===== config.mk =====
export PLATFORM = sky130hd
export DESIGN_NAME = dma_read_align
export DESIGN_NICKNAME = d
export VERILOG_FILES = /design/src/hdl/align_pkg.sv /design/src/hdl/xfer_ctrl_if.sv /design/src/hdl/align_stream_if.sv /design/src/hdl/xfer_decode.sv /design/src/hdl/burst_align.sv /design/src/hdl/align_packer.sv /design/src/hdl/dma_read_align.sv
export SDC_FILE = /design/constraint.sdc
export NUM_CORES = 1
export LEC_CHECK = 0
export ABC_AREA = 1
export BUFFER_PORTS_ARGS = -buffer_cell sky130_fd_sc_hd__buf_4
export CELL_PAD_IN_SITES_DETAIL_PLACEMENT = 0
export CELL_PAD_IN_SITES_GLOBAL_PLACEMENT = 2
export CORE_ASPECT_RATIO = 1.25
export CORE_UTILIZATION = 35
export CTS_BUF_LIST = sky130_fd_sc_hd__clkbuf_4 sky130_fd_sc_hd__clkbuf_8
export DETAILED_ROUTE_END_ITERATION = 7
export PLACE_DENSITY = 0.93
export SYNTH_ARGS = -nofsm -noshare
export SYNTH_HDL_FRONTEND = slang
export SYNTH_SLANG_ARGS = --single-unit

===== constraint.sdc =====
create_clock -name clk -period 3 [get_ports clk]
set_clock_uncertainty 0.2 [all_clocks]
set_input_delay 0.3 -clock clk [delete_from_list [all_inputs] [get_ports clk]]
set_output_delay 0.3 -clock clk [all_outputs]
set_load 0.05 [all_outputs]

===== src/hdl/align_pkg.sv =====
package align_pkg;

    // Byte addresses, lengths and beat counts share one width
    localparam int LEN_W = 16;

    typedef logic [LEN_W-1:0] byte_len_t;   // Byte address or byte length
    typedef logic [LEN_W-1:0] beat_cnt_t;   // Beat or word count

    // Decode machine states
    typedef enum logic [1:0] {
        IDLE,
        RECV,
        FLUSH
    } dec_state_e;

    // log2 of the bytes per word, for a data width in bits
    function automatic int offset_bits_for(input int data_w);
        int bytes;
        int bits;
        bytes = data_w / 8;
        bits  = 0;
        while ((1 << bits) < bytes) begin
            bits++;
        end
        return bits;
    endfunction

endpackage


===== src/hdl/xfer_ctrl_if.sv =====
`timescale 1ns/1ps

interface xfer_ctrl_if import align_pkg::*; #(
    parameter int DATA_W = 32
);

    localparam int OFF_W = offset_bits_for(DATA_W);

    logic [OFF_W-1:0] offset;         // Low address bits of the command
    logic             start;          // One cycle, command accepted
    logic             burst_last;     // Final beat is valid this cycle
    logic             transfer_last;
    beat_cnt_t        out_words;      // Aligned words owed to the stream
    logic [OFF_W:0]   last_bytes;     // 1 .. bytes per word

    modport ctrl (
        output offset, start, burst_last, transfer_last, out_words, last_bytes
    );

    modport align (
        input offset, start, burst_last, transfer_last
    );

    modport pack (
        input start, out_words, last_bytes
    );

endinterface


===== src/hdl/align_stream_if.sv =====
`timescale 1ns/1ps

interface align_stream_if #(
    parameter int DATA_W = 32
);

    logic [DATA_W-1:0] data;
    logic              valid;
    logic              last_transfer;   // Flush word of the command
    logic              empty;           // Nothing to hand over this cycle

    modport src (
        output data, valid, last_transfer, empty
    );

    modport dst (
        input data, valid, last_transfer, empty
    );

endinterface


===== src/hdl/xfer_decode.sv =====
`timescale 1ns/1ps

module xfer_decode import align_pkg::*; #(
    parameter int DATA_W = 32
) (
    input  logic      clk,
    input  logic      rst,
    input  logic      cmd_valid,
    input  byte_len_t cmd_addr,
    input  byte_len_t cmd_len,
    input  logic      beat_valid,
    output logic      busy,
    xfer_ctrl_if.ctrl ctrl
);

    localparam int BYTES = DATA_W / 8;
    localparam int OFF_W = offset_bits_for(DATA_W);
    localparam int SUM_W = LEN_W + 1;   // Room for offset plus length

    dec_state_e       state;
    beat_cnt_t        beats_left;
    logic             start_q;
    logic [OFF_W-1:0] offset_q;
    beat_cnt_t        out_words_q;
    logic [OFF_W:0]   last_bytes_q;

    logic [SUM_W-1:0] span_bytes;
    logic [SUM_W-1:0] owed_bytes;
    logic [OFF_W-1:0] len_rem;
    logic             final_beat;

    // Rounded up so the shift gives a ceiling
    assign span_bytes = SUM_W'(cmd_addr[OFF_W-1:0]) + SUM_W'(cmd_len) + SUM_W'(BYTES - 1);
    assign owed_bytes = SUM_W'(cmd_len) + SUM_W'(BYTES - 1);
    assign len_rem    = cmd_len[OFF_W-1:0];

    assign final_beat = (state == RECV) && beat_valid && (beats_left == beat_cnt_t'(1));

    always_ff @(posedge clk or posedge rst) begin
        if (rst) begin
            state        <= IDLE;
            beats_left   <= '0;
            start_q      <= 1'b0;
            offset_q     <= '0;
            out_words_q  <= '0;
            last_bytes_q <= '0;
        end else begin
            start_q <= 1'b0;
            case (state)
                IDLE: begin
                    if (cmd_valid) begin
                        offset_q    <= cmd_addr[OFF_W-1:0];
                        beats_left  <= beat_cnt_t'(span_bytes >> OFF_W);
                        out_words_q <= beat_cnt_t'(owed_bytes >> OFF_W);
                        // Whole-word length fills the final word
                        if (len_rem == '0)
                            last_bytes_q <= (OFF_W+1)'(BYTES);
                        else
                            last_bytes_q <= {1'b0, len_rem};
                        start_q <= 1'b1;
                        state   <= RECV;
                    end
                end
                RECV: begin
                    if (beat_valid) begin
                        beats_left <= beats_left - beat_cnt_t'(1);
                        if (final_beat)
                            state <= FLUSH;
                    end
                end
                FLUSH: state <= IDLE;   // Aligner drains its held beat here
                default: state <= IDLE;
            endcase
        end
    end

    assign busy = (state != IDLE);

    assign ctrl.offset        = offset_q;
    assign ctrl.start         = start_q;
    assign ctrl.burst_last    = final_beat;
    assign ctrl.transfer_last = final_beat;   // One burst per command
    assign ctrl.out_words     = out_words_q;
    assign ctrl.last_bytes    = last_bytes_q;

endmodule


===== src/hdl/burst_align.sv =====
`timescale 1ns/1ps

module burst_align import align_pkg::*; #(
    parameter int DATA_W = 32
) (
    input  logic              clk,
    input  logic              rst,
    input  logic [DATA_W-1:0] beat_data,
    input  logic              beat_valid,
    xfer_ctrl_if.align        ctrl,
    align_stream_if.src       strm
);

    localparam int BYTES = DATA_W / 8;
    localparam int OFF_W = offset_bits_for(DATA_W);

    logic [DATA_W-1:0] held;         // Previous beat
    logic              held_valid;
    logic              flush;
    logic [DATA_W-1:0] shifted;

    // Upper bytes of the held beat, then lower bytes of the new one
    always_comb begin
        int src;
        for (int i = 0; i < BYTES; i++) begin
            src = i + int'(ctrl.offset);
            if (src < BYTES)
                shifted[8*i +: 8] = held[8*src +: 8];
            else
                shifted[8*i +: 8] = beat_data[8*(src-BYTES) +: 8];
        end
    end

    assign strm.data = shifted;

    // First beat of a command only fills the holding register
    assign strm.valid         = flush | (held_valid & beat_valid & ~ctrl.start);
    assign strm.last_transfer = flush;
    assign strm.empty         = ~strm.valid;

    always_ff @(posedge clk or posedge rst) begin
        if (rst) begin
            held_valid <= 1'b0;
            flush      <= 1'b0;
        end else begin
            flush <= ctrl.burst_last & ctrl.transfer_last;   // Drain next cycle
            if (ctrl.start)
                held_valid <= 1'b0;
            if (beat_valid)
                held_valid <= 1'b1;   // Beat wins over start
        end
    end

    always_ff @(posedge clk) begin
        if (beat_valid)
            held <= beat_data;
    end

    // Offset width has to cover every lane position
    initial begin
        if ((1 << OFF_W) != BYTES)
            $error("burst_align: DATA_W %0d is not a power-of-two byte width", DATA_W);
    end

endmodule


===== src/hdl/align_packer.sv =====
`timescale 1ns/1ps

module align_packer import align_pkg::*; #(
    parameter int DATA_W = 32
) (
    input  logic                clk,
    input  logic                rst,
    align_stream_if.dst         strm,
    xfer_ctrl_if.pack           ctrl,
    output logic [DATA_W-1:0]   out_data,
    output logic [DATA_W/8-1:0] out_strb,
    output logic                out_valid,
    output logic                out_last
);

    localparam int BYTES = DATA_W / 8;

    beat_cnt_t        word_cnt;     // Words emitted for this command
    logic             closed;       // Flush seen, drop anything else
    logic             keep;
    logic             is_last;
    logic [BYTES-1:0] last_mask;

    // Surplus flush word fails the count check
    assign keep    = ~strm.empty & ~closed & (word_cnt < ctrl.out_words);
    assign is_last = keep & ((word_cnt + beat_cnt_t'(1)) == ctrl.out_words);

    // Low last_bytes lanes of the final word
    always_comb begin
        for (int i = 0; i < BYTES; i++) begin
            last_mask[i] = (i < int'(ctrl.last_bytes));
        end
    end

    always_ff @(posedge clk or posedge rst) begin
        if (rst) begin
            word_cnt  <= '0;
            closed    <= 1'b0;
            out_valid <= 1'b0;
            out_last  <= 1'b0;
            out_strb  <= '1;
        end else begin
            out_valid <= keep;
            out_last  <= is_last;
            out_strb  <= is_last ? last_mask : '1;   // Full strobe otherwise

            if (ctrl.start) begin
                word_cnt <= '0;
                closed   <= 1'b0;
            end else begin
                if (keep)
                    word_cnt <= word_cnt + beat_cnt_t'(1);
                if (strm.valid && strm.last_transfer)
                    closed <= 1'b1;
            end
        end
    end

    always_ff @(posedge clk) begin
        if (keep)
            out_data <= strm.data;
    end

endmodule


===== src/hdl/dma_read_align.sv =====
`timescale 1ns/1ps

module dma_read_align import align_pkg::*; #(
    parameter int DATA_W = 32
) (
    input  logic                clk,
    input  logic                rst,
    input  logic                cmd_valid,
    input  byte_len_t           cmd_addr,
    input  byte_len_t           cmd_len,
    input  logic [DATA_W-1:0]   beat_data,
    input  logic                beat_valid,
    output logic                busy,
    output logic [DATA_W-1:0]   out_data,
    output logic [DATA_W/8-1:0] out_strb,
    output logic                out_valid,
    output logic                out_last
);

    // Per-command control from decode
    xfer_ctrl_if #(.DATA_W(DATA_W)) ctrl_bus ();

    // Aligned words into the packer
    align_stream_if #(.DATA_W(DATA_W)) strm_bus ();

    xfer_decode #(
        .DATA_W (DATA_W)
    ) u_decode (
        .clk        (clk),
        .rst        (rst),
        .cmd_valid  (cmd_valid),
        .cmd_addr   (cmd_addr),
        .cmd_len    (cmd_len),
        .beat_valid (beat_valid),
        .busy       (busy),
        .ctrl       (ctrl_bus.ctrl)
    );

    burst_align #(
        .DATA_W (DATA_W)
    ) u_align (
        .clk        (clk),
        .rst        (rst),
        .beat_data  (beat_data),
        .beat_valid (beat_valid),
        .ctrl       (ctrl_bus.align),
        .strm       (strm_bus.src)
    );

    align_packer #(
        .DATA_W (DATA_W)
    ) u_packer (
        .clk       (clk),
        .rst       (rst),
        .strm      (strm_bus.dst),
        .ctrl      (ctrl_bus.pack),
        .out_data  (out_data),
        .out_strb  (out_strb),
        .out_valid (out_valid),
        .out_last  (out_last)
    );

endmodule


# ---- Word-level counts from Yosys, hierarchy flattened
# Index checks and enable logic that the tools add are counted.
dict set report word_totals {
  reg_bits 128
  output_inout_bits 39
  word_cells 92
}
dict set report op_classes {
  add_sub_neg 12
  order_cmp 9
  n_eq_ne 6
  shifts 8
  n_mux 21
  n_bitwise 8
  n_reduce_logical 13
}
# cell count
set ops {}
lappend ops {{$shiftx 32x32->8} 7}
lappend ops {{$lt 32x4->1 const B} 3}
lappend ops {{$sub 29x4->29 const B} 3}
lappend ops {{$mux 16} 4}
lappend ops {{$mux 8} 4}
lappend ops {{$pmux 16 s2} 1}
lappend ops {{$shiftx 32x6->8} 1}
lappend ops {{$add 16x2->17 const B} 1}
lappend ops {{$add 17x2->17 const B} 1}
lappend ops {{$add 2x16->17} 1}
lappend ops {{$add 16x1->16 const B} 1}
lappend ops {{$eq 16x1->1 const B} 1}
lappend ops {{$eq 16x15->1} 1}
lappend ops {{$lt 16x15->1} 1}
lappend ops {{$sub 16x1->16 const B} 1}
lappend ops {{$reduce_bool 2->1} 5}
lappend ops {{$add 2x2->3 const A} 2}
lappend ops {{$lt 1x3->1 const A} 2}
lappend ops {{$lt 2x3->1 const A} 2}
lappend ops {{$mux 1} 6}
lappend ops {{$mux 2} 3}
lappend ops {{$ne 2x2->1 const B} 3}
lappend ops {{$reduce_and 3->1} 2}
lappend ops {{$and 1x1->1} 5}
lappend ops {{other kinds (12)} 16}

# ---- Logic depth before layout (Yosys ltp)
dict set report depth {
  depth_word 7
  depth_mapped 13
  mapped_depth_nobuf 13
}

# ---- Cells and area by module
# From an unflattened synthesis, not the netlist that was laid out.
dict set report hier_totals {
  hier_cells 1067
  area_unflattened_um2 7988.9
}
# mod instances cells_per_inst area_each_um2 seq_area_each_um2
set by_module_without_submodules {}
lappend by_module_without_submodules {align_packer 1 350 2999.1 1541.5}
lappend by_module_without_submodules {xfer_decode 1 414 2712.6 975.9}
lappend by_module_without_submodules {burst_align 1 303 2277.2 1011.0}

# ---- Worst setup path after synthesis
# OpenSTA, ideal clock, no wires.
dict set report synth_path {
  path_kind {register to register}
  start {reg u_packer.word_cnt[3]}
  end {reg u_packer.out_data[0], enable pin}
  setup_ns 0.388
  t_arrival_ns 1.883
  required_time_ns 2.412
  slack_ns 0.530
  stages_incl_launch_ff 9
  n_path_buf 0
  cell_sequence {dfrtp_1 > ha_1 > a21oi_1 > o21ai_0 > nand2_1 > nand3_1 > nand2_1 > nand2_2 > inv_1}
}
dict set report synth_between {
  elab_chain_len 2
}
# item line
set synth_lines {}
lappend synth_lines {{start, declared} align_packer.sv:18} ;# beat_cnt_t word_cnt;
lappend synth_lines {{start signal, assigned} align_packer.sv:52} ;# word_cnt <= word_cnt + beat_cnt_t'(1);
lappend synth_lines {{$lt 16x15->1} align_packer.sv:25} ;# assign keep = ~strm.empty & ~closed & (word_cnt < ctrl.out_words);
lappend synth_lines {{$and 1x1->1} align_packer.sv:25}
lappend synth_lines {{via u_packer.keep} align_packer.sv:20} ;# logic keep;
lappend synth_lines {{end signal, assigned} align_packer.sv:61} ;# out_data <= strm.data;
lappend synth_lines {{end, declared} align_packer.sv:10} ;# output logic [DATA_W-1:0] out_data,
# The timed path passes the listed nets, and every way through them passes these cells.
# A chain may end at the register's enable or synchronous reset.

# ---- Final worst setup path
dict set report layout_path {
  start {in cmd_len[1]}
  end {reg u_decode.beats_left[7]}
}
dict set report layout_between {
  elab_chain_len 4
}
# item line
set layout_lines {}
lappend layout_lines {{start, declared} dma_read_align.sv:10} ;# input byte_len_t cmd_len,
lappend layout_lines {{$add 2x16->17} xfer_decode.sv:33} ;# assign span_bytes = SUM_W'(cmd_addr[OFF_W-1:0]) + SUM_W'(cmd_len) + SUM_W'(BYTES - 1);
lappend layout_lines {{$add 17x2->17} xfer_decode.sv:33}
lappend layout_lines {{$mux 16} xfer_decode.sv:51} ;# if (cmd_valid) begin
lappend layout_lines {{$pmux 16 s2} xfer_decode.sv:49} ;# case (state)
lappend layout_lines {{end signal, assigned} xfer_decode.sv:53} ;# beats_left <= beat_cnt_t'(span_bytes >> OFF_W);
lappend layout_lines {{end signal, assigned} xfer_decode.sv:66} ;# beats_left <= beats_left - beat_cnt_t'(1);
lappend layout_lines {{end, declared} xfer_decode.sv:21} ;# beat_cnt_t beats_left;
# Every way passes these cells. The select of a mux whose other input is x is not followed.

==> impl_metrics.py <==
metrics = {
    "die": {
        "die_x_um": 132.9,
        "ios": 107,
        "die_h_um": 165.6,
        "num_rows": 59,
        "start_util_pct": 35.87,
        "core_area_um2": 20890,
        "dieArea_um2": 22010,
    },
    "clock_tree": {
        "root_buffer": "clkbuf_8",
        "clockBufferDepth": 2,
        "clk_latency_ps": 450,
        "cts.reportedPaths.clkPinSlew_ps": 90,
        "cts_buffers": 17,
        "tritoncts": "yes",
        "htreeDepth": 4,
        "cts_setup_buffers": 0,
        "clock_sinks": 128,
    },
    "timing": {
        "rsz0062_at_grt": "no",
        "setup_viol_count_final": 0,
        "slew_viol_final": 0,
        "hold_slack_ps": 29.51,
        "slew_headroom_pct": 56.36,
        "finalSetupTns_ps": 0,
        "final.min_clock_period_ps": 2764,
        "hold_viol": 0,
        "fmax_ghz": 0.3618,
        "worstMarginPinSlew_ps": 653.9,
        "fin_crit_sh_pct": 92.13,
    },
    "routing": {
        "via_per_inst": 4.957,
        "ant_nets": 0,
        "wl_per_cell_um": 15.49,
        "wl_um": 21050,
        "wl_met1_um": 9291,
        "drt_iter0_drc": 380,
        "dr.pass1.iters": 5,
        "dr_wl_met2_um": 10340,
        "dr_wl_met3_um": 918,
        "vias": 6737,
        "drc": 0,
        "top_layer_used": "met4",
    },
    "power": {
        "pwr-share-clk_pct": 18.9,
        "seq_power_share_pct": 34.8,
        "power_switching_uw": 3544,
        "peakVddDrop_mv": 0.6902,
        "power_frac_comb_pct": 46.3,
        "p_leak_uw": 0.004161,
        "power.switching_fraction_pct": 44.67,
        "power.total_uw": 7933,
        "cellPowerDensity_nw_per_um2": 848.3,
        "power.internal_uw": 4390,
    },
    "grt": {
        "antenna_found_initial": 0,
        "gr-total-overflow": 0,
        "grt_usage_pct": 20.06,
        "grt_max_degree": 53,
        "grt_pass1_vias": 6560,
        "grt_pass1_wl_um": 34160,
    },
    "logic_synthesis": {
        "seq_area_frac_synth_pct": 47.08,
        "synthesis.area_um2": 7495,
        "ys_types": 42,
        "ys_ff_latch": 128,
        "ys_warn_count": 0,
        "netlist_instances": 937,
        "synth.net_count": 1028,
        "synth.avg_cell_area_um2": 7.999,
    },
    "setup_path": {
        "cp.arrival_ps": 2960,
        "cp-start-kind": "input pin",
        "critical_path_required_ps": 3200,
        "endpoint_kind": "flip-flop",
        "worstSetupPathType": "input pin to flip-flop",
        "cp_max_fo": 7,
    },
    "hold_path": {
        "hp-class": "input pin to flip-flop",
    },
    "cells_and_area": {
        "final_cell_count_no_fill": 1359,
        "nets": 1163,
        "diodes": 0,
        "synthToLayoutAreaGrowth_pct": 24.77,
        "final_cell_mix": "nand2_1, buf_4, inv_1",
        "final_layout_size_suffix_gt1_share_pct": 16.04,
        "final_common_cell": "nand2_1",
    },
    "placed_design": {
        "gp_congestion": 0.8724,
        "dp_hpwl_um": 15560,
        "dp_cells": 1285,
        "port_buffers": 92,
    },
    "flow_run": {
        "drv_cap": 0,
    },
    "outcome": {
        "status": "finished clean",
    },
}
## critical path: stages
cell,delay [ps]
dlygate4sd3_1,570
buf_4,140
inv_1,90
ha_1,230
o21bai_1,180
fa_1,470
nor3_4,370
inv_1,100
o21ai_0,160
nand3_1,120
o31ai_1,110
nand2_1,80
nand2_1,60
## kinds of logic after synthesis
kind of cell,Yosys count,synth area share [%]
buffers and inverters,133,6.861
adder cells (fa/ha/maj),23,3.940
XOR/XNOR,8,0.9349
AND/OR/NAND/NOR,451,26.26
multiplexers,10,1.336
AO/OA/AOI/OAI,184,13.59
flip-flops,128,47.08
## path summary, 6_finish.rpt
| kind | start | endpoint | slack [ps] | cells past startpoint |
|---|---|---|---|---|
| max | cmd_len[1] | u_decode.beats_left[7]$_DFFE_PP0P_ | 240 | 13 |
| min | cmd_len[6] | u_decode.ctrl.out_words[4]$_DFFE_PP0P_ | 30 | 3 |
| max reg2reg | u_decode.ctrl.offset[1]$_DFFE_PP0P_ | u_packer.out_data[11]$_DFFE_PP_ | 600 | 7 |
| min reg2reg | u_align.held_valid$_DFFE_PP0P_ | u_align.held_valid$_DFFE_PP0P_ | 270 | 2 |
| max in group asynchronous | rst | u_decode.ctrl.offset[0]$_DFFE_PP0P_ | 1720 | 4 |
| min in group asynchronous | rst | u_packer.word_cnt[9]$_DFFE_PP0P_ | 220 | 3 |
## flip-flops by register name, indices dropped and copies added, names as in the netlist
register and cells:
u_align.strm.last_transfer 1, u_decode.ctrl.offset 2, u_decode.ctrl.last_bytes 3, u_packer.out_last 1, u_packer.word_cnt 16, u_align.held_valid 1
u_decode.ctrl.out_words 15, u_packer.out_strb 4, u_packer.out_data 32, u_decode.state 2, u_decode.ctrl.start 1, u_packer.closed 1
u_packer.out_valid 1, u_align.held 32, u_decode.beats_left 16
## power groups by stage
stage               combinational, uW  sequential (uW)  clock, uW
floorplan                        1990             3390          0
global placement                 3610             2790          0
detailed placement               3640             2810          0
CTS                              3700             2770       1540
global route                     4090             2830       1620
finish                           3670             2760       1500
## per-stage QoR
stage               setup slack (ps)  util, %  cell area (um2)
finish                         236.1    44.76             9351
global route                   93.10    44.76             9351
CTS                            177.5    44.73             9345
detailed placement             269.8    40.85             8533
global placement               299.1    40.85             8533
floorplan                      529.5        -             7495
## area by class of cell
type,instances,area (um2)
Fill cell,2098,11540
Inverter,102,382.9
Clock buffer,17,234.0
Clock inverter,15,157.7
Tap cell,274,342.8
Timing Repair Buffer,147,1246
Multi-Input combinational cell,676,3458
Sequential cell,128,3530
## synthesized netlist by cell type (all sizes together)
cell type | number | area, um2
a21o | 2 | 15.01
a21oi | 45 | 229.0
a22oi | 8 | 60.06
a31oi | 3 | 18.77
buf | 5 | 33.78
clkbuf | 26 | 97.59
dfrtp | 60 | 1501
dfstp | 4 | 105.1
edfxtp | 64 | 1922
fa | 1 | 20.02
ha | 22 | 275.3
inv | 102 | 382.9
mux2i | 10 | 100.1
nand2 | 262 | 1011
nand3 | 64 | 330.3
nand3b | 1 | 7.510
nand4 | 17 | 106.4
nor2 | 95 | 429.2
nor2b | 1 | 8.760
nor3 | 8 | 50.05
nor4 | 3 | 25.02
o211ai | 11 | 82.58
o21a | 1 | 7.510
o21ai | 94 | 474.2
o21bai | 3 | 22.52
o22ai | 15 | 93.84
o31ai | 2 | 15.01
xnor2 | 1 | 8.760
xor2 | 7 | 61.31
## timing repair
item / in CTS / in global routing
endpoints found under the setup margin: 0 / 2
hold buffers: 42 / 0
hold endpoints to repair: 58 / 0
gates resized for setup: 0 / 1
## layer usage
layer	vias to the layer above	track usage, %
met5	-	0
met1	3129	25.33
met2	159	34.26
met3	28	3.245
li1	3421	-
met4	0	7.396
Power figures use the tool's default switching activity.
